<file path="config.mk">
export PLATFORM = sky130hd
export DESIGN_NAME = corr_top
export DESIGN_NICKNAME = d
export VERILOG_FILES = /design/src/corr_pkg.sv /design/src/line_conditioner.sv /design/src/pulse_counter.sv /design/src/cross_correlator.sv /design/src/cmd_parser.sv /design/src/packet_tx.sv /design/src/corr_top.sv
export SDC_FILE = /design/constraint.sdc
export NUM_CORES = 1
export LEC_CHECK = 0
export BUFFER_PORTS_ARGS = -buffer_cell sky130_fd_sc_hd__buf_2
export CAP_MARGIN = 15
export CORE_UTILIZATION = 50
export CTS_CLUSTER_SIZE = 28
export DETAILED_ROUTE_END_ITERATION = 7
export PLACE_DENSITY = 0.66
export SETUP_SLACK_MARGIN = 0.1
export SYNTH_ARGS = -nofsm -noshare
export SYNTH_HDL_FRONTEND = slang
export SYNTH_SLANG_ARGS = --single-unit
</file>
<file path="constraint.sdc">
create_clock -name intclk -period 48.8 [get_ports intclk]
set_input_delay 9.76 -clock intclk [delete_from_list [all_inputs] [get_ports intclk]]
set_output_delay 9.76 -clock intclk [all_outputs]
set_load 0.005 [all_outputs]
</file>
<file path="src/corr_pkg.sv">
package corr_pkg;

	// Defaults for the top level parameters
	localparam int NUM_INPUTS_DEF = 4;
	localparam int RESOLUTION_DEF = 16;

	// First byte of every packet
	localparam logic [7:0] PKT_HEADER = 8'hA5;

	typedef struct packed {
		logic enable;
		logic invert;
		logic edge_mode;
	} line_cfg_t;

	typedef enum logic [2:0] {
		START     = 3'd1,
		STOP      = 3'd2,
		CLEAR_CFG = 3'd3
	} ctl_op_e;

	// Config view of a command byte, is_cfg set
	typedef struct packed {
		logic       is_cfg;
		logic [2:0] line;
		logic       invert;
		logic       edge_mode;
		logic       enable;
		// Spare bit to fill the byte
		logic       rsvd;
	} cfg_cmd_t;

	// Control view of a command byte, is_cfg clear
	typedef struct packed {
		logic       is_cfg;
		ctl_op_e    op;
		logic [3:0] arg;
	} ctl_cmd_t;

	typedef union packed {
		cfg_cmd_t cfg;
		ctl_cmd_t ctl;
	} cmd_byte_u;

	function automatic int num_baselines(input int n);
		return (n * (n - 1)) / 2;
	endfunction

	// Pairs i<j, ordered by i then by j
	function automatic int baseline_index(input int i, input int j, input int n);
		return i * n - (i * (i + 1)) / 2 + (j - i - 1);
	endfunction

endpackage

</file>
<file path="src/line_conditioner.sv">
`timescale 1ns/100ps

module line_conditioner #(
	parameter int NUM_INPUTS = corr_pkg::NUM_INPUTS_DEF
) (
	input  logic                  intclk,
	input  logic                  rst,
	input  logic [NUM_INPUTS-1:0] line_in,
	input  corr_pkg::line_cfg_t   line_cfg [NUM_INPUTS],
	output logic [NUM_INPUTS-1:0] cond
);

	logic [NUM_INPUTS-1:0] inv_mask;
	logic [NUM_INPUTS-1:0] samp;
	logic [NUM_INPUTS-1:0] prev;

	always_comb begin
		for (int i = 0; i < NUM_INPUTS; i++) begin
			inv_mask[i] = line_cfg[i].invert;
		end
	end

	// Conditioned sample before the edge and enable stage
	assign samp = line_in ^ inv_mask;

	always_ff @(posedge intclk) begin
		if (rst) begin
			prev <= '0;
			cond <= '0;
		end else begin
			prev <= samp;
			for (int i = 0; i < NUM_INPUTS; i++) begin
				if (!line_cfg[i].enable) begin
					cond[i] <= 1'b0;
				end else if (line_cfg[i].edge_mode) begin
					// Rising edge only
					cond[i] <= samp[i] & ~prev[i];
				end else begin
					cond[i] <= samp[i];
				end
			end
		end
	end

endmodule

</file>
<file path="src/pulse_counter.sv">
`timescale 1ns/100ps

module pulse_counter #(
	parameter int NUM_INPUTS = corr_pkg::NUM_INPUTS_DEF,
	parameter int RESOLUTION = corr_pkg::RESOLUTION_DEF
) (
	input  logic                  intclk,
	input  logic                  rst,
	input  logic [NUM_INPUTS-1:0] cond,
	input  logic                  integrating,
	input  logic                  clear_counts,
	output logic [RESOLUTION-1:0] counts [NUM_INPUTS]
);

	localparam logic [RESOLUTION-1:0] MAX_COUNT = '1;

	logic [NUM_INPUTS-1:0][RESOLUTION-1:0] cnt_q;

	always_ff @(posedge intclk) begin
		if (rst || clear_counts) begin
			cnt_q <= '0;
		end else if (integrating) begin
			for (int i = 0; i < NUM_INPUTS; i++) begin
				// Hold at full scale
				if (cond[i] && cnt_q[i] != MAX_COUNT) begin
					cnt_q[i] <= cnt_q[i] + 1'b1;
				end
			end
		end
	end

	always_comb begin
		for (int i = 0; i < NUM_INPUTS; i++) begin
			counts[i] = cnt_q[i];
		end
	end

	// Counts are frozen between runs so the packet sees stable values
	count_frozen_idle: assert property (
		@(posedge intclk) disable iff (rst)
		!integrating && !clear_counts |=> $stable(cnt_q)
	) else $error("pulse_counter: count changed while idle");

endmodule

</file>
<file path="src/cross_correlator.sv">
`timescale 1ns/100ps

module cross_correlator #(
	parameter int NUM_INPUTS = corr_pkg::NUM_INPUTS_DEF,
	parameter int RESOLUTION = corr_pkg::RESOLUTION_DEF
) (
	input  logic                  intclk,
	input  logic                  rst,
	input  logic [NUM_INPUTS-1:0] cond,
	input  logic                  integrating,
	input  logic                  clear_counts,
	output logic [RESOLUTION-1:0] xcounts [corr_pkg::num_baselines(NUM_INPUTS)]
);
	import corr_pkg::*;

	localparam int NUM_BL = num_baselines(NUM_INPUTS);
	localparam logic [RESOLUTION-1:0] MAX_COUNT = '1;

	logic [NUM_BL-1:0] hit;
	logic [NUM_BL-1:0][RESOLUTION-1:0] xcnt_q;

	// Zero lag coincidence of every line pair
	for (genvar i = 0; i < NUM_INPUTS; i++) begin : g_line
		for (genvar j = i + 1; j < NUM_INPUTS; j++) begin : g_pair
			assign hit[baseline_index(i, j, NUM_INPUTS)] = cond[i] & cond[j];
		end
	end

	always_ff @(posedge intclk) begin
		if (rst || clear_counts) begin
			xcnt_q <= '0;
		end else if (integrating) begin
			for (int b = 0; b < NUM_BL; b++) begin
				if (hit[b] && xcnt_q[b] != MAX_COUNT) begin
					xcnt_q[b] <= xcnt_q[b] + 1'b1;
				end
			end
		end
	end

	always_comb begin
		for (int b = 0; b < NUM_BL; b++) begin
			xcounts[b] = xcnt_q[b];
		end
	end

endmodule

</file>
<file path="src/cmd_parser.sv">
`timescale 1ns/100ps

module cmd_parser #(
	parameter int NUM_INPUTS = corr_pkg::NUM_INPUTS_DEF
) (
	input  logic                intclk,
	input  logic                rst,
	input  corr_pkg::cmd_byte_u rx_data,
	input  logic                rx_strobe,
	input  logic                tx_busy,
	output corr_pkg::line_cfg_t line_cfg [NUM_INPUTS],
	output logic                integrating,
	output logic                clear_counts,
	output logic                send
);
	import corr_pkg::*;

	// Enabled, not inverted, level mode
	localparam line_cfg_t CFG_RESET = '{enable: 1'b1, invert: 1'b0, edge_mode: 1'b0};

	always_ff @(posedge intclk) begin
		if (rst) begin
			integrating  <= 1'b0;
			clear_counts <= 1'b0;
			send         <= 1'b0;
			for (int i = 0; i < NUM_INPUTS; i++) begin
				line_cfg[i] <= CFG_RESET;
			end
		end else begin
			clear_counts <= 1'b0;
			send         <= 1'b0;
			if (rx_strobe) begin
				if (rx_data.cfg.is_cfg) begin
					// Line config is locked while a run is active
					if (!integrating) begin
						for (int i = 0; i < NUM_INPUTS; i++) begin
							if (rx_data.cfg.line == 3'(i)) begin
								line_cfg[i] <= '{enable:    rx_data.cfg.enable,
								                 invert:    rx_data.cfg.invert,
								                 edge_mode: rx_data.cfg.edge_mode};
							end
						end
					end
				end else begin
					case (rx_data.ctl.op)
						START: begin
							// Wait for the previous packet to drain
							if (!tx_busy) begin
								integrating  <= 1'b1;
								clear_counts <= 1'b1;
							end
						end
						STOP: begin
							integrating <= 1'b0;
							send        <= 1'b1;
						end
						CLEAR_CFG: begin
							for (int i = 0; i < NUM_INPUTS; i++) begin
								line_cfg[i] <= CFG_RESET;
							end
						end
						default: ;
					endcase
				end
			end
		end
	end

	start_stop_exclusive: assert property (
		@(posedge intclk) disable iff (rst)
		!(clear_counts && send)
	) else $error("cmd_parser: clear_counts and send together");

endmodule

</file>
<file path="src/packet_tx.sv">
`timescale 1ns/100ps

module packet_tx #(
	parameter int NUM_INPUTS = corr_pkg::NUM_INPUTS_DEF,
	parameter int RESOLUTION = corr_pkg::RESOLUTION_DEF
) (
	input  logic                  intclk,
	input  logic                  rst,
	input  logic                  send,
	input  logic [RESOLUTION-1:0] counts [NUM_INPUTS],
	input  logic [RESOLUTION-1:0] xcounts [corr_pkg::num_baselines(NUM_INPUTS)],
	output logic [7:0]            tx_data,
	output logic                  tx_strobe,
	output logic                  tx_busy
);
	import corr_pkg::*;

	localparam int NUM_BL = num_baselines(NUM_INPUTS);
	localparam int PAY_W = (NUM_INPUTS + NUM_BL) * RESOLUTION;
	localparam int PAY_BYTES = PAY_W / 8;
	localparam int IDX_W = $clog2(PAY_BYTES + 2);

	logic [PAY_W-1:0] payload;
	logic [PAY_W-1:0] snap;
	logic [IDX_W-1:0] idx;
	logic [7:0]       sum;
	logic [7:0]       next_byte;

	// First byte on the wire sits at the top of the vector
	always_comb begin
		payload = '0;
		for (int i = 0; i < NUM_INPUTS; i++) begin
			payload[PAY_W-1-i*RESOLUTION -: RESOLUTION] = counts[i];
		end
		for (int b = 0; b < NUM_BL; b++) begin
			payload[PAY_W-1-(NUM_INPUTS+b)*RESOLUTION -: RESOLUTION] = xcounts[b];
		end
	end

	assign next_byte = snap[PAY_W-1 -: 8];

	always_ff @(posedge intclk) begin
		if (rst) begin
			tx_busy   <= 1'b0;
			tx_strobe <= 1'b0;
			idx       <= '0;
		end else if (!tx_busy) begin
			tx_strobe <= 1'b0;
			if (send) begin
				// Snapshot so a new run cannot disturb this packet
				snap      <= payload;
				tx_busy   <= 1'b1;
				tx_strobe <= 1'b1;
				tx_data   <= PKT_HEADER;
				sum       <= PKT_HEADER;
				idx       <= '0;
			end
		end else if (idx < IDX_W'(PAY_BYTES)) begin
			tx_data <= next_byte;
			sum     <= sum + next_byte;
			snap    <= snap << 8;
			idx     <= idx + 1'b1;
		end else if (idx == IDX_W'(PAY_BYTES)) begin
			// Header plus all payload bytes, mod 256
			tx_data <= sum;
			idx     <= idx + 1'b1;
		end else begin
			tx_busy   <= 1'b0;
			tx_strobe <= 1'b0;
		end
	end

	strobe_in_busy: assert property (
		@(posedge intclk) disable iff (rst)
		tx_strobe |-> tx_busy
	) else $error("packet_tx: tx_strobe outside a packet");

endmodule

</file>
<file path="src/corr_top.sv">
`timescale 1ns/100ps

module corr_top #(
	parameter int NUM_INPUTS = corr_pkg::NUM_INPUTS_DEF,
	parameter int RESOLUTION = corr_pkg::RESOLUTION_DEF
) (
	input  logic                  intclk,
	input  logic                  rst,
	input  logic [NUM_INPUTS-1:0] line_in,
	input  logic [7:0]            rx_data,
	input  logic                  rx_strobe,
	output logic [7:0]            tx_data,
	output logic                  tx_strobe,
	output logic                  integrating,
	output logic                  tx_busy
);
	import corr_pkg::*;

	localparam int NUM_BL = num_baselines(NUM_INPUTS);

	line_cfg_t             line_cfg [NUM_INPUTS];
	logic [NUM_INPUTS-1:0] cond;
	logic                  clear_counts;
	logic                  send;
	logic [RESOLUTION-1:0] counts [NUM_INPUTS];
	logic [RESOLUTION-1:0] xcounts [NUM_BL];

	cmd_parser #(.NUM_INPUTS(NUM_INPUTS)) cmd_parser_inst (
		.intclk       (intclk),
		.rst          (rst),
		.rx_data      (rx_data),
		.rx_strobe    (rx_strobe),
		.tx_busy      (tx_busy),
		.line_cfg     (line_cfg),
		.integrating  (integrating),
		.clear_counts (clear_counts),
		.send         (send)
	);

	line_conditioner #(.NUM_INPUTS(NUM_INPUTS)) line_conditioner_inst (
		.intclk   (intclk),
		.rst      (rst),
		.line_in  (line_in),
		.line_cfg (line_cfg),
		.cond     (cond)
	);

	pulse_counter #(.NUM_INPUTS(NUM_INPUTS), .RESOLUTION(RESOLUTION)) pulse_counter_inst (
		.intclk       (intclk),
		.rst          (rst),
		.cond         (cond),
		.integrating  (integrating),
		.clear_counts (clear_counts),
		.counts       (counts)
	);

	cross_correlator #(.NUM_INPUTS(NUM_INPUTS), .RESOLUTION(RESOLUTION)) cross_correlator_inst (
		.intclk       (intclk),
		.rst          (rst),
		.cond         (cond),
		.integrating  (integrating),
		.clear_counts (clear_counts),
		.xcounts      (xcounts)
	);

	packet_tx #(.NUM_INPUTS(NUM_INPUTS), .RESOLUTION(RESOLUTION)) packet_tx_inst (
		.intclk    (intclk),
		.rst       (rst),
		.send      (send),
		.counts    (counts),
		.xcounts   (xcounts),
		.tx_data   (tx_data),
		.tx_strobe (tx_strobe),
		.tx_busy   (tx_busy)
	);

endmodule

</file>
==> flow_metrics.tcl <==
set metrics [dict create \
    tritoncts.num_buffers 40 \
    yosysSeqAreaShare 0.528 \
    drt_pre_antenna_iters 5 \
    timing.final.crit_share 0.246 \
    mostFrequentLayoutCells "189 x dfxtp_1, 176 x edfxtp_1, 146 x nand2_1, 132 x mux2_2, 116 x a21oi_1" \
    timing.critical_path.from "rst" \
    synth_fa_ha_area_frac 0.0150 \
    synthesized_area_fraction_occupied_by_ao_oa_aoi_and_oai_cells 0.121 \
    drt_iter0_markers 824 \
    place.detailed.hpwl_um 23000 \
    postCtsSetupRepairBufs 0 \
    register_to_register_path_depth 4 \
    critPathCapture "pulse_counter_inst.counts[22]$_SDFFE_PP0P_" \
    setup_repair_after_global_routing_missed_its_margin "false" \
    worst_slew_pin_slew_ps 1050 \
    worst_hold_path_type "flop to flop" \
    setup_violations 0 \
    muxShareOfSynthArea 0.107 \
    setup.worst_path.end_class "flop" \
    antenna_found_initial 0 \
    finish.utilization 0.562 \
    synth-warning-count 0 \
    final.min_clock_period_ps 12020 \
    synthSimpleGateAreaFrac 0.196 \
    ctsHtreeMaxLevel 2 \
    synthXorXnorAreaFrac 0.00407 \
    maxSlewHeadroom 0.300 \
    avgViaCountPerCell 6.11 \
    cts_tree "built" \
    count_of_cells_resized_by_post_cts_repair 0 \
    ys_ff_latch 366 \
    cts_sinks 366 \
    hold_violations 0 \
    cts_max_path_buffers 3 \
    cts-root-buf "clkbuf_16" \
    number_of_global_route_vias_before_repair 11872 \
    die_height_um 187 \
    route.vias.total 12723 \
    drive_above_1_share 0.156 \
    capture_point_of_the_worst_reg_to_reg_path "packet_tx_inst.snap[71]$_DFFE_PP_" \
    synth_top_family_by_area "simple AND/OR/NAND/NOR gates" \
    post_synth.cell_area_avg_um2 10.7 \
    cts_hold_buffers 0 \
    areaGrowthSynthToFinish_pct 10.0 \
    grt_util_all_layers 0.209 \
    irDropWorstVdd_uv 30.0 \
    initial_core_util 0.510 \
    grt-ovfl-total 0 \
    synth-async-reset-ratio 0 \
    finish.net_count 1640 \
    post_synth_inst_count 1607 \
    drv_slew 0 \
    num_rows 67 \
    clkLatencyLatePin_ps 530 \
    crit_path_max_fanout 64 \
    post_synth_edffs 176 \
    cp.arrival_ps 12450 \
    chipWidth_um 187 \
    fin_tns_setup_ps 0 \
    p_leak_nw 6.08 \
    synth_nets 1642 \
    power.total_w 0.000625 \
    die-area_um2 35200 \
    critical_path.startpoint_type "input port" \
    final_clock_skew_ps 11.5 \
    r2r_slack_ps 45790 \
    design.core.area_um2 33700 \
    worst_setup_hold_path_clk_slew_ps 60 \
    wl_per_cell_um 17.7 \
    synthDistinctLibCells 69 \
    grt_first_pass_wirelength_um 60600 \
    power.density_cell_area_nw_per_um2 33.0 \
    drv.max_cap_violation_count 0 \
    io-pin-count 26 \
    result_of_the_run "finished clean" \
    final.hold.worst_slack_ps 453 \
    ys.flop_type "dfxtp_1" \
    grt_start_max_net_pins 86 \
    placement.cell_area_um2 17700 \
    postRouteAntennaNets 0 \
    worst_r2r_startpoint "packet_tx_inst.tx_busy$_SDFF_PP0_" \
    finalWirelength_um 36900 \
    final.fill_count 2932 \
    fin_area_um2 18900 \
    critical_path_class "input port to flop" \
    drcViolationCount 0 \
    n_antenna_cell 0 \
    cp_data_required_time_ps 49230 \
    most_common_library_cell_in_the_layout_ignoring_fill_and_taps "dfxtp_1" \
    gp_routability_congestion 0.821 \
    fmax_ghz 0.0832 \
    synth_area_um2 17200 \
    port_buffers 24 \
]
==> per-stage QoR <==
step / setup WS (ps) / cells
2_1_floorplan: 25430 / 1607
3_3_place_gp: 36250 / 2009
3_5_place_dp: 36240 / 2009
4_1_cts: 36810 / 2080
5_1_grt: 36650 / 2082
6_report: 36780 / 2082
==> registers in the layout (all words and copies together), names as in the netlist, 4 cells and up <==
name and count:
cmd_parser_inst.line_cfg 12, line_conditioner_inst.prev 4, pulse_counter_inst.counts 64, line_conditioner_inst.cond 4, packet_tx_inst.tx_data 8, packet_tx_inst.snap 160
cross_correlator_inst.xcounts 96, packet_tx_inst.idx 5, packet_tx_inst.sum 8
==> metal layers <==
metal	track usage	vias up	wire length [µm]	part of all wire
li1	-	6235	-	-
met1	0.286	6170	17400	0.47
met2	0.340	246	17000	0.46
met3	0.0306	72	1540	0.042
met4	0.0700	0	1020	0.028
met5	0	-	0	0
==> kinds of logic (layout without fill, tap and decap cells) <==
kind of cell | after synthesis | count (layout)
AND/OR/NAND/NOR | 594 | 594
flip-flops | 366 | 366
AO/OA/AOI/OAI | 332 | 332
multiplexers | 168 | 168
buffers and inverters | 119 | 146
adder cells (fa/ha/maj) | 20 | 20
XOR/XNOR | 8 | 8
==> Yosys cell counts (all sizes together) (4+ instances only) <==
cell / instances / area share
nand3b: 5 / 0.0022
a311oi: 4 / 0.0020
nand2b: 5 / 0.0018
o21ai: 75 / 0.022
or4: 68 / 0.030
o41ai: 15 / 0.0081
nor4: 29 / 0.014
a21o: 4 / 0.0017
nand2: 147 / 0.032
dfxtp: 190 / 0.22
nor2b: 17 / 0.0062
buf: 22 / 0.0068
or3: 59 / 0.021
nor2: 44 / 0.0096
mux2: 132 / 0.086
and2: 7 / 0.0025
a211o: 4 / 0.0020
or4b: 4 / 0.0023
nand4: 53 / 0.020
and4: 15 / 0.0076
o31ai: 61 / 0.027
nor3: 29 / 0.0084
o311ai: 8 / 0.0041
a211oi: 6 / 0.0026
a31oi: 9 / 0.0033
clkbuf: 62 / 0.014
xnor2: 6 / 0.0031
inv: 34 / 0.0074
nor4b: 7 / 0.0036
or2: 9 / 0.0033
a41oi: 4 / 0.0020
a21oi: 116 / 0.034
ha: 19 / 0.014
and3: 19 / 0.0069
nand3: 70 / 0.021
edfxtp: 176 / 0.31
mux2i: 36 / 0.021
==> how the worst min path moves through the flow <==
stage / cells after the start / start / endpoint
floorplan: 1 / cmd_parser_inst.line_cfg[2]$_SDFFE_PP1P_ / cmd_parser_inst.line_cfg[2]$_SDFFE_PP1P_
global placement: 1 / cmd_parser_inst.line_cfg[2]$_SDFFE_PP1P_ / cmd_parser_inst.line_cfg[2]$_SDFFE_PP1P_
detailed placement: 1 / cmd_parser_inst.line_cfg[2]$_SDFFE_PP1P_ / cmd_parser_inst.line_cfg[2]$_SDFFE_PP1P_
CTS: 1 / cmd_parser_inst.line_cfg[2]$_SDFFE_PP1P_ / cmd_parser_inst.line_cfg[2]$_SDFFE_PP1P_
global route: 1 / cmd_parser_inst.line_cfg[2]$_SDFFE_PP1P_ / cmd_parser_inst.line_cfg[2]$_SDFFE_PP1P_
finish: 1 / cmd_parser_inst.line_cfg[2]$_SDFFE_PP1P_ / cmd_parser_inst.line_cfg[2]$_SDFFE_PP1P_
==> power breakdown <==
part	internal, W	switching (W)	leakage (nW)	total, W
Combinational	0.00000365	0.00000781	2.32	0.0000115
Sequential	0.000321	0.00000167	3.16	0.000323
Clock	0.000172	0.000119	0.607	0.000291
==> worst max-delay path, cell delays in order <==
cell,delay (ps)
buf_2,280
buf_4,520
or2_4,710
buf_4,740
nor2_1,90
a31o_2,260
==> cell type report <==
cell class                 count  area (µm²)  share of cell area
clock inverter                10        93.8             0.00496
clock buffer                  61        1150              0.0608
multi-input combinational   1122        7660               0.405
sequential                   366        9090               0.480
timing repair buffer          40         238              0.0126
tap                          448         561              0.0296
inverter                      35         131             0.00694
Power figures use the tool's default switching activity.
